--- src/axi_sram_pkg.sv ---
package axi_sram_pkg;

  // AXI side of the bridge
  localparam int axi_addr_width = 12;
  localparam int axi_data_width = 16;
  localparam int axi_strb_width = axi_data_width / 8;
  localparam int axi_id_width = 4;

  // Byte address bits below one data word
  localparam int word_lsb = $clog2(axi_strb_width);

  // The SRAM side holds one entry per data word
  localparam int sram_addr_width = axi_addr_width - word_lsb;
  localparam int mem_depth = 1 << sram_addr_width;

  // Every B and R beat reports OKAY
  localparam logic [1:0] resp_okay = 2'b00;

endpackage

--- src/sram_cmd_if.sv ---
// Reads and writes share this channel with one command per word
interface sram_cmd_if import axi_sram_pkg::*; ();

  logic                       valid;
  logic                       ready;
  logic                       wr_en;
  logic [sram_addr_width-1:0] addr;
  logic [axi_id_width-1:0]    meta;
  logic                       last;
  logic [axi_data_width-1:0]  wr_data;
  logic [axi_strb_width-1:0]  wr_strb;

  modport initiator (
    output valid, wr_en, addr, meta, last, wr_data, wr_strb,
    input  ready
  );

  modport target (
    input  valid, wr_en, addr, meta, last, wr_data, wr_strb,
    output ready
  );

endinterface

// Read data returned by the memory, tagged with the command's meta and last
interface sram_rsp_if import axi_sram_pkg::*; ();

  logic                      valid;
  logic                      ready;
  logic [axi_data_width-1:0] data;
  logic [axi_id_width-1:0]   meta;
  logic                      last;

  modport source (output valid, data, meta, last, input ready);

  modport sink (input valid, data, meta, last, output ready);

endinterface

--- src/axi_sram_wr.sv ---
module axi_sram_wr import axi_sram_pkg::*; (
  input  logic                      clk,
  input  logic                      rst_n,

  input  logic                      awvalid,
  input  logic [axi_id_width-1:0]   awid,
  input  logic [axi_addr_width-1:0] awaddr,
  input  logic [7:0]                awlen,
  output logic                      awready,

  input  logic                      wvalid,
  input  logic [axi_data_width-1:0] wdata,
  input  logic [axi_strb_width-1:0] wstrb,
  input  logic                      wlast,
  output logic                      wready,

  output logic                      bvalid,
  output logic [axi_id_width-1:0]   bid,
  output logic [1:0]                bresp,
  input  logic                      bready,

  sram_cmd_if.initiator             cmd
);

  enum logic [1:0] {st_idle, st_data, st_resp} state;

  logic [sram_addr_width-1:0] addr;
  logic [7:0]                 beats_left;
  logic [axi_id_width-1:0]    id;
  logic                       beat_done;
  logic                       last_beat;

  assign beat_done = cmd.valid && cmd.ready;

  // The burst also closes when the AW length runs out, even without wlast
  assign last_beat = wlast || (beats_left == 8'd0);

  assign wready = (state == st_data) && cmd.ready;
  assign bvalid = (state == st_resp);
  assign bid    = id;
  assign bresp  = resp_okay;

  assign cmd.valid   = (state == st_data) && wvalid;
  assign cmd.addr    = addr;
  assign cmd.wr_data = wdata;
  assign cmd.wr_strb = wstrb;

  always_ff @(posedge clk) begin
    if (!rst_n) begin
      state   <= st_idle;
      awready <= 1'b0;
    end else begin
      case (state)
        st_idle: begin
          if (awvalid && awready) begin
            state   <= st_data;
            awready <= 1'b0;
          end else begin
            awready <= 1'b1;
          end
        end
        st_data: begin
          if (beat_done && last_beat) begin
            state <= st_resp;
          end
        end
        st_resp: begin
          if (bready) begin
            state   <= st_idle;
            awready <= 1'b1;
          end
        end
        default: begin
          state <= st_idle;
        end
      endcase
    end
  end

  // Byte address becomes a word address here, then steps once per beat
  always_ff @(posedge clk) begin
    if (awvalid && awready) begin
      addr       <= awaddr[axi_addr_width-1:word_lsb];
      beats_left <= awlen;
      id         <= awid;
    end else if (beat_done) begin
      addr       <= addr + 1'b1;
      beats_left <= beats_left - 1'b1;
    end
  end

endmodule

--- src/axi_sram_rd.sv ---
module axi_sram_rd import axi_sram_pkg::*; (
  input  logic                      clk,
  input  logic                      rst_n,

  input  logic                      arvalid,
  input  logic [axi_id_width-1:0]   arid,
  input  logic [axi_addr_width-1:0] araddr,
  input  logic [7:0]                arlen,
  output logic                      arready,

  output logic                      rvalid,
  output logic [axi_id_width-1:0]   rid,
  output logic [axi_data_width-1:0] rdata,
  output logic [1:0]                rresp,
  output logic                      rlast,
  input  logic                      rready,

  sram_cmd_if.initiator             cmd,
  sram_rsp_if.sink                  rsp
);

  logic                       active;
  logic [sram_addr_width-1:0] addr;
  logic [7:0]                 beats_left;
  logic [axi_id_width-1:0]    id;
  logic                       cmd_done;

  assign cmd_done = cmd.valid && cmd.ready;

  assign cmd.valid = active;
  assign cmd.addr  = addr;
  assign cmd.meta  = id;
  assign cmd.last  = (beats_left == 8'd0);

  // Responses go straight out as R beats
  // A stalled rready holds the memory slot, which in turn stops new commands
  assign rvalid    = rsp.valid;
  assign rdata     = rsp.data;
  assign rid       = rsp.meta;
  assign rlast     = rsp.last;
  assign rresp     = resp_okay;
  assign rsp.ready = rready;

  // A new AR can be taken once the last command of the burst is out,
  // while its responses may still be in flight
  always_ff @(posedge clk) begin
    if (!rst_n) begin
      active  <= 1'b0;
      arready <= 1'b0;
    end else if (arvalid && arready) begin
      active  <= 1'b1;
      arready <= 1'b0;
    end else if (cmd_done && cmd.last) begin
      active  <= 1'b0;
      arready <= 1'b1;
    end else begin
      arready <= !active;
    end
  end

  always_ff @(posedge clk) begin
    if (arvalid && arready) begin
      addr       <= araddr[axi_addr_width-1:word_lsb];
      beats_left <= arlen;
      id         <= arid;
    end else if (cmd_done) begin
      addr       <= addr + 1'b1;
      beats_left <= beats_left - 1'b1;
    end
  end

endmodule

--- src/axi_sram_bridge.sv ---
module axi_sram_bridge import axi_sram_pkg::*; (
  input  logic                      clk,
  input  logic                      rst_n,

  input  logic                      awvalid,
  input  logic [axi_id_width-1:0]   awid,
  input  logic [axi_addr_width-1:0] awaddr,
  input  logic [7:0]                awlen,
  output logic                      awready,
  input  logic                      wvalid,
  input  logic [axi_data_width-1:0] wdata,
  input  logic [axi_strb_width-1:0] wstrb,
  input  logic                      wlast,
  output logic                      wready,
  output logic                      bvalid,
  output logic [axi_id_width-1:0]   bid,
  output logic [1:0]                bresp,
  input  logic                      bready,

  input  logic                      arvalid,
  input  logic [axi_id_width-1:0]   arid,
  input  logic [axi_addr_width-1:0] araddr,
  input  logic [7:0]                arlen,
  output logic                      arready,
  output logic                      rvalid,
  output logic [axi_id_width-1:0]   rid,
  output logic [axi_data_width-1:0] rdata,
  output logic [1:0]                rresp,
  output logic                      rlast,
  input  logic                      rready,

  sram_cmd_if.initiator             mem,
  sram_rsp_if.sink                  rsp
);

  enum logic [1:0] {st_idle, st_read, st_write} state, state_next;

  logic rsp_last_done;

  sram_cmd_if wr_cmd ();
  sram_cmd_if rd_cmd ();

  axi_sram_wr i_axi_sram_wr (
    .clk     (clk),
    .rst_n   (rst_n),
    .awvalid (awvalid),
    .awid    (awid),
    .awaddr  (awaddr),
    .awlen   (awlen),
    .awready (awready),
    .wvalid  (wvalid),
    .wdata   (wdata),
    .wstrb   (wstrb),
    .wlast   (wlast),
    .wready  (wready),
    .bvalid  (bvalid),
    .bid     (bid),
    .bresp   (bresp),
    .bready  (bready),
    .cmd     (wr_cmd)
  );

  axi_sram_rd i_axi_sram_rd (
    .clk     (clk),
    .rst_n   (rst_n),
    .arvalid (arvalid),
    .arid    (arid),
    .araddr  (araddr),
    .arlen   (arlen),
    .arready (arready),
    .rvalid  (rvalid),
    .rid     (rid),
    .rdata   (rdata),
    .rresp   (rresp),
    .rlast   (rlast),
    .rready  (rready),
    .cmd     (rd_cmd),
    .rsp     (rsp)
  );

  assign rsp_last_done = rsp.valid && rsp.ready && rsp.last;

  // Reads win from idle and after every write beat, writes win after
  // every read burst, so neither side can starve the other
  always_comb begin
    state_next = state;
    case (state)
      st_idle: begin
        if (rd_cmd.valid) begin
          state_next = st_read;
        end else if (wr_cmd.valid) begin
          state_next = st_write;
        end
      end
      st_read: begin
        if (rsp_last_done) begin
          if (wr_cmd.valid) begin
            state_next = st_write;
          end else if (rd_cmd.valid) begin
            state_next = st_read;
          end else begin
            state_next = st_idle;
          end
        end
      end
      st_write: begin
        if (mem.ready) begin
          if (rd_cmd.valid) begin
            state_next = st_read;
          end else if (wr_cmd.valid) begin
            state_next = st_write;
          end else begin
            state_next = st_idle;
          end
        end
      end
      default: begin
        state_next = st_idle;
      end
    endcase
  end

  always_ff @(posedge clk) begin
    if (!rst_n) begin
      state <= st_idle;
    end else begin
      state <= state_next;
    end
  end

  // The port follows the next grant so a handover costs no cycle
  always_comb begin
    mem.valid    = 1'b0;
    mem.wr_en    = 1'b0;
    mem.addr     = '0;
    mem.meta     = '0;
    mem.last     = 1'b0;
    rd_cmd.ready = 1'b0;
    wr_cmd.ready = 1'b0;
    case (state_next)
      st_read: begin
        mem.valid    = rd_cmd.valid;
        mem.addr     = rd_cmd.addr;
        mem.meta     = rd_cmd.meta;
        mem.last     = rd_cmd.last;
        rd_cmd.ready = mem.ready;
      end
      st_write: begin
        mem.valid    = wr_cmd.valid;
        mem.wr_en    = 1'b1;
        mem.addr     = wr_cmd.addr;
        wr_cmd.ready = mem.ready;
      end
      default: begin
      end
    endcase
  end

  // Write payload only matters when wr_en is set
  assign mem.wr_data = wr_cmd.wr_data;
  assign mem.wr_strb = wr_cmd.wr_strb;

endmodule

--- src/flat_wrapper.sv ---
// flat-port wrapper written by rule: the top's interface ports become plain ports
module axi_sram_bridge_flat import axi_sram_pkg::*;
  (clk, rst_n, awvalid, awid, awaddr, awlen, awready, wvalid, wdata, wstrb, wlast, wready, bvalid, bid, bresp, bready, arvalid, arid, araddr, arlen, arready, rvalid, rid, rdata, rresp, rlast, rready, mem_valid, mem_wr_en, mem_addr, mem_meta, mem_last, mem_wr_data, mem_wr_strb, mem_ready, rsp_valid, rsp_data, rsp_meta, rsp_last, rsp_ready);
  sram_cmd_if mem_i ();
  sram_rsp_if rsp_i ();
  input  logic clk;
  input  logic rst_n;
  input  logic awvalid;
  input  logic [axi_id_width-1:0] awid;
  input  logic [axi_addr_width-1:0] awaddr;
  input  logic [7:0] awlen;
  output logic awready;
  input  logic wvalid;
  input  logic [axi_data_width-1:0] wdata;
  input  logic [axi_strb_width-1:0] wstrb;
  input  logic wlast;
  output logic wready;
  output logic bvalid;
  output logic [axi_id_width-1:0] bid;
  output logic [1:0] bresp;
  input  logic bready;
  input  logic arvalid;
  input  logic [axi_id_width-1:0] arid;
  input  logic [axi_addr_width-1:0] araddr;
  input  logic [7:0] arlen;
  output logic arready;
  output logic rvalid;
  output logic [axi_id_width-1:0] rid;
  output logic [axi_data_width-1:0] rdata;
  output logic [1:0] rresp;
  output logic rlast;
  input  logic rready;
  output wire logic [$bits(mem_i.valid)-1:0] mem_valid;
  output wire logic [$bits(mem_i.wr_en)-1:0] mem_wr_en;
  output wire logic [$bits(mem_i.addr)-1:0] mem_addr;
  output wire logic [$bits(mem_i.meta)-1:0] mem_meta;
  output wire logic [$bits(mem_i.last)-1:0] mem_last;
  output wire logic [$bits(mem_i.wr_data)-1:0] mem_wr_data;
  output wire logic [$bits(mem_i.wr_strb)-1:0] mem_wr_strb;
  input wire logic [$bits(mem_i.ready)-1:0] mem_ready;
  input wire logic [$bits(rsp_i.valid)-1:0] rsp_valid;
  input wire logic [$bits(rsp_i.data)-1:0] rsp_data;
  input wire logic [$bits(rsp_i.meta)-1:0] rsp_meta;
  input wire logic [$bits(rsp_i.last)-1:0] rsp_last;
  output wire logic [$bits(rsp_i.ready)-1:0] rsp_ready;
  assign mem_valid = mem_i.valid;
  assign mem_wr_en = mem_i.wr_en;
  assign mem_addr = mem_i.addr;
  assign mem_meta = mem_i.meta;
  assign mem_last = mem_i.last;
  assign mem_wr_data = mem_i.wr_data;
  assign mem_wr_strb = mem_i.wr_strb;
  assign mem_i.ready = mem_ready;
  assign rsp_i.valid = rsp_valid;
  assign rsp_i.data = rsp_data;
  assign rsp_i.meta = rsp_meta;
  assign rsp_i.last = rsp_last;
  assign rsp_ready = rsp_i.ready;
  axi_sram_bridge u_core (.clk(clk), .rst_n(rst_n), .awvalid(awvalid), .awid(awid), .awaddr(awaddr), .awlen(awlen), .awready(awready), .wvalid(wvalid), .wdata(wdata), .wstrb(wstrb), .wlast(wlast), .wready(wready), .bvalid(bvalid), .bid(bid), .bresp(bresp), .bready(bready), .arvalid(arvalid), .arid(arid), .araddr(araddr), .arlen(arlen), .arready(arready), .rvalid(rvalid), .rid(rid), .rdata(rdata), .rresp(rresp), .rlast(rlast), .rready(rready), .mem(mem_i), .rsp(rsp_i));
endmodule
--- config.mk ---
export PLATFORM = sky130hd
export DESIGN_NAME = axi_sram_bridge_flat
export DESIGN_NICKNAME = d
export VERILOG_FILES = /design/src/axi_sram_pkg.sv /design/src/sram_cmd_if.sv /design/src/axi_sram_wr.sv /design/src/axi_sram_rd.sv /design/src/axi_sram_bridge.sv /design/src/flat_wrapper.sv
export SDC_FILE = /design/constraint.sdc
export NUM_CORES = 1
export LEC_CHECK = 0
export ABC_AREA = 0
export BUFFER_PORTS_ARGS = -buffer_cell sky130_fd_sc_hd__buf_2
export CORE_AREA = 2 2 83 85
export CTS_BUF_LIST = sky130_fd_sc_hd__clkbuf_2
export CTS_CLUSTER_DIAMETER = 80
export DETAILED_ROUTE_END_ITERATION = 8
export DIE_AREA = 0 0 85 87
export PLACE_DENSITY = 0.87
export SKIP_CTS_REPAIR_TIMING = 1
export SLEW_MARGIN = 10
export SYNTH_ARGS = -nofsm -noshare
export SYNTH_HDL_FRONTEND = slang
export SYNTH_SLANG_ARGS = --single-unit
--- constraint.sdc ---
create_clock -name clk -period 5.95 [get_ports clk]
set_input_delay 0.2975 -clock clk [delete_from_list [all_inputs] [get_ports clk]]
set_output_delay 0.2975 -clock clk [all_outputs]
set_load 0.05 [all_outputs]
==> run_results.csv <==
group,metric,value,unit
outcome,outcome,"complete, no violations",
hold_path,hold_path_class,"primary input to register",
critical_path,end_kind,"output pin",
cts,clk_pin_slew,0.26,ns
die,die_area,7395,sq um
sta,finClkSkew,0.01587,ns
critical_path,crit_type,"register to output pin",
global_routing,grt_overflow,0,
cts,cts_num_sinks,53,
sta,fin_ws,2.844,ns
critical_path,cp_max_fo,18,
die,die_height,87,um
global_routing,antenna_found_initial,0,
finish,layout_common_cells,"85 x buf_2, 46 x edfxtp_1, 41 x nor2_1, 31 x nand2_1, 22 x a21oi_1",
power,share_comb_of_total_power,21.3,%
power,cellPowerDensity,232.1,nW/um^2
synthesis,synth-seq-cells,53,
power,ir_drop,112.1,uV
finish,seqCellArea,1521,sq um
critical_path,startpoint,"u_core.i_axi_sram_wr.state[1]",
routing,wirelength,6638,um
cts,cts-root-buf,"clkbuf_2",
placed_design,numPortBuffers,85,
sta,fin_crit_sh,52.20,%
placed_design,gp_congestion,0.8290,
flow_run,max_cap_viol_count,0,
critical_path,rr_startpoint,"u_core.i_axi_sram_wr.state[0]",
routing,num_vias,2453,
power,total_power,0.8263,mW
synthesis,synth_warnings,0,
sta,slew_violations,0,
critical_path,crit_required,5.65,ns
die,io_pins,168,
finish,final_common_cell,"buf_2",
sta,period_needed,3.106,ns
global_routing,grt_pass1_vias,2354,
cts,cts_tree,"done",
sta,rsz0062_at_grt,"no",
sta,setup_viol,0,
finish,fill_cells,599,
cts,cts_made_buffers,5,
critical_path,crit_cells,6,
sta,slew_headroom,34.47,%
cts,cts_buffer_depth,2,
power,clock_power_share,23.0,%
placed_design,dpl_cell_area,3408,sq um
synthesis,yosysSeqAreaShare,46.86,%
power,p_sw,0.2554,mW
critical_path,path_delay_family,"simple AND/OR/NAND/NOR gates",
routing,drt_iter0_markers,218,
routing,firstDrtPassIters,4,
cts,clock_latency,0.45,ns
cts,h-tree-depth,2,
placed_design,place_ws,3.213,ns
critical_path,crit_slowest_cell,"ha_1",
synthesis,syn-cell-area,3247,sq um
routing,drtAntennaViolNets,0,
power,p_leak,1.419,nW
sta,max_freq,322.0,MHz
sta,finalHoldViolCount,0,
critical_path,reg2reg_to,"u_core.i_axi_sram_wr.beats_left[2]",
power,switching_share,30.91,%
finish,multi_input_area,1320,sq um
finish,area_growth,9.634,%
routing,wl_per_cell,14.28,um
critical_path,startpoint_type,"register",
finish,post-route-cell-area,3560,sq um
finish,drive_gt1_share,25.45,%
finish,diodes,0,
placed_design,dp_hpwl,4895,um
critical_path,r2r_slack,3.21,ns
global_routing,grt_usage,17.66,%
critical_path,crit_arrival,2.81,ns
sta,fin_setup_tns,0,ns
routing,route.detailed.vias_per_inst,5.275,
critical_path,worst_path_largest_cell_delay,0.54,ns
critical_path,crit_chain,"and3b_1, o21ai_0, a31o_2, ha_1, nor4b_4, buf_2",
synthesis,synth_cell_types,39,
die,core,6569,sq um
die,rows,30,
die,fp.dieW,85,um
critical_path,r2r_cells,7,
finish,nets,488,
die,start_util,49.43,%
synthesis,synth_area_per_cell,9.635,sq um
routing,drc,0,
critical_path,path_buf_inv,1,
power,p_seq_share,55.7,%
sta,tightest_slew,0.9819,ns
synthesis,synthCells,337,
global_routing,grt_pass1_wl,10550,um
critical_path,critPathCapture,"mem_last",
power,p_int,0.5709,mW
global_routing,grt_max_degree,40,
[sequential cells by signal, indices dropped and copies added (netlist names)]
name                             flops
u_core.i_axi_sram_rd.cmd.addr       11
u_core.i_axi_sram_wr.cmd.addr       11
u_core.i_axi_sram_rd.beats_left      8
u_core.i_axi_sram_wr.beats_left      8
u_core.i_axi_sram_rd.cmd.meta        4
u_core.i_axi_sram_wr.bid             4
u_core.i_axi_sram_wr.state           2
u_core.state                         2
u_core.i_axi_sram_rd.arready         1
u_core.i_axi_sram_rd.cmd.valid       1
u_core.i_axi_sram_wr.awready         1
[layout make-up]
cell class	instances	share of cell area (%)
sequential	53	42.74
multi-input combinational	221	37.08
timing repair buffer	94	14.41
tap	80	2.812
clock inverter	3	1.301
inverter	9	0.9490
clock buffer	5	0.7030
[layer usage]
metal | share of wire, % | vias up | global-route usage [%]
li1 | - | 1225 | -
met1 | 42 | 1134 | 22.56
met2 | 49 | 78 | 30.04
met3 | 6.4 | 16 | 4.360
met4 | 1.7 | 0 | 4.762
met5 | 0 | - | 0
[worst min path at each step]
| stage | depth (start not counted) | end | slack [ns] | startpoint |
|---|---|---|---|---|
| 6_report | 2 | u_core.i_axi_sram_rd.cmd.valid | 0.08 | mem_ready |
| 5_1_grt | 2 | u_core.i_axi_sram_rd.cmd.valid | 0.009 | mem_ready |
| 2_1_floorplan | 0 | u_core.i_axi_sram_rd.cmd.meta[0] | 0.40 | arid[0] |
| 4_1_cts | 1 | u_core.i_axi_sram_wr.bid[3] | -0.03 | awid[3] |
| 3_3_place_gp | 1 | u_core.i_axi_sram_wr.bid[3] | 0.47 | awid[3] |
| 3_5_place_dp | 1 | u_core.i_axi_sram_wr.bid[2] | 0.48 | awid[2] |
[synthesized netlist by cell type (all sizes together)]
| cell type | count | area, sq um |
|---|---|---|
| a21o | 1 | 7.510 |
| a21oi | 22 | 110.1 |
| a22oi | 12 | 90.09 |
| a31o | 1 | 8.760 |
| a31oi | 3 | 18.77 |
| a41o | 1 | 10.01 |
| and2 | 7 | 43.79 |
| and3 | 3 | 18.77 |
| and3b | 1 | 8.760 |
| and4 | 2 | 17.52 |
| and4b | 1 | 10.01 |
| buf | 46 | 341.6 |
| clkbuf | 11 | 41.29 |
| conb | 1 | 3.750 |
| dfxtp | 7 | 140.1 |
| edfxtp | 46 | 1381 |
| ha | 7 | 87.58 |
| inv | 9 | 33.78 |
| mux2 | 1 | 11.26 |
| nand2 | 31 | 116.4 |
| nand2b | 3 | 18.77 |
| nand3 | 9 | 45.04 |
| nand4 | 7 | 43.79 |
| nand4bb | 1 | 11.26 |
| nor2 | 41 | 153.9 |
| nor2b | 1 | 6.260 |
| nor3 | 5 | 25.02 |
| nor3b | 3 | 22.52 |
| nor4 | 2 | 18.77 |
| nor4b | 2 | 32.53 |
| o21a | 1 | 7.510 |
| o21ai | 18 | 90.08 |
| o31ai | 1 | 7.510 |
| xnor2 | 11 | 96.34 |
| xor2 | 19 | 166.4 |
[logic make-up (layout without fill, tap and decap cells)]
| logic type | count (synthesis) | after routing | synth area share [%] |
|---|---|---|---|
| compound gates | 60 | 60 | 10.79 |
| xor+xnor | 30 | 30 | 8.092 |
| fa+ha+maj | 7 | 7 | 2.697 |
| buf+inv | 66 | 111 | 12.83 |
| flops | 53 | 53 | 46.86 |
| mux | 1 | 1 | 0.3468 |
| other cells | 1 | 4 | 0.1155 |
| simple gates | 119 | 119 | 18.27 |
[through the flow]
stage | hold WS [ns] | util, % | std cells
6_report | 0.07806 | 54.19 | 465
3_5_place_dp | 0.4758 | 51.89 | 449
2_1_floorplan | 0.3964 | - | 340
3_3_place_gp | 0.4748 | 51.89 | 449
5_1_grt | 0.009215 | 54.19 | 465
4_1_cts | -0.02843 | 52.97 | 457
[power by group through the flow]
stage | Combinational, mW | Sequential [mW] | Clock, mW
6_report | 0.176 | 0.460 | 0.190
5_1_grt | 0.194 | 0.464 | 0.214
4_1_cts | 0.173 | 0.460 | 0.193
3_5_place_dp | 0.173 | 0.468 | 0
3_3_place_gp | 0.168 | 0.466 | 0
2_1_floorplan | 0.189 | 0.470 | 0
(Power assumes the default switching activity.)
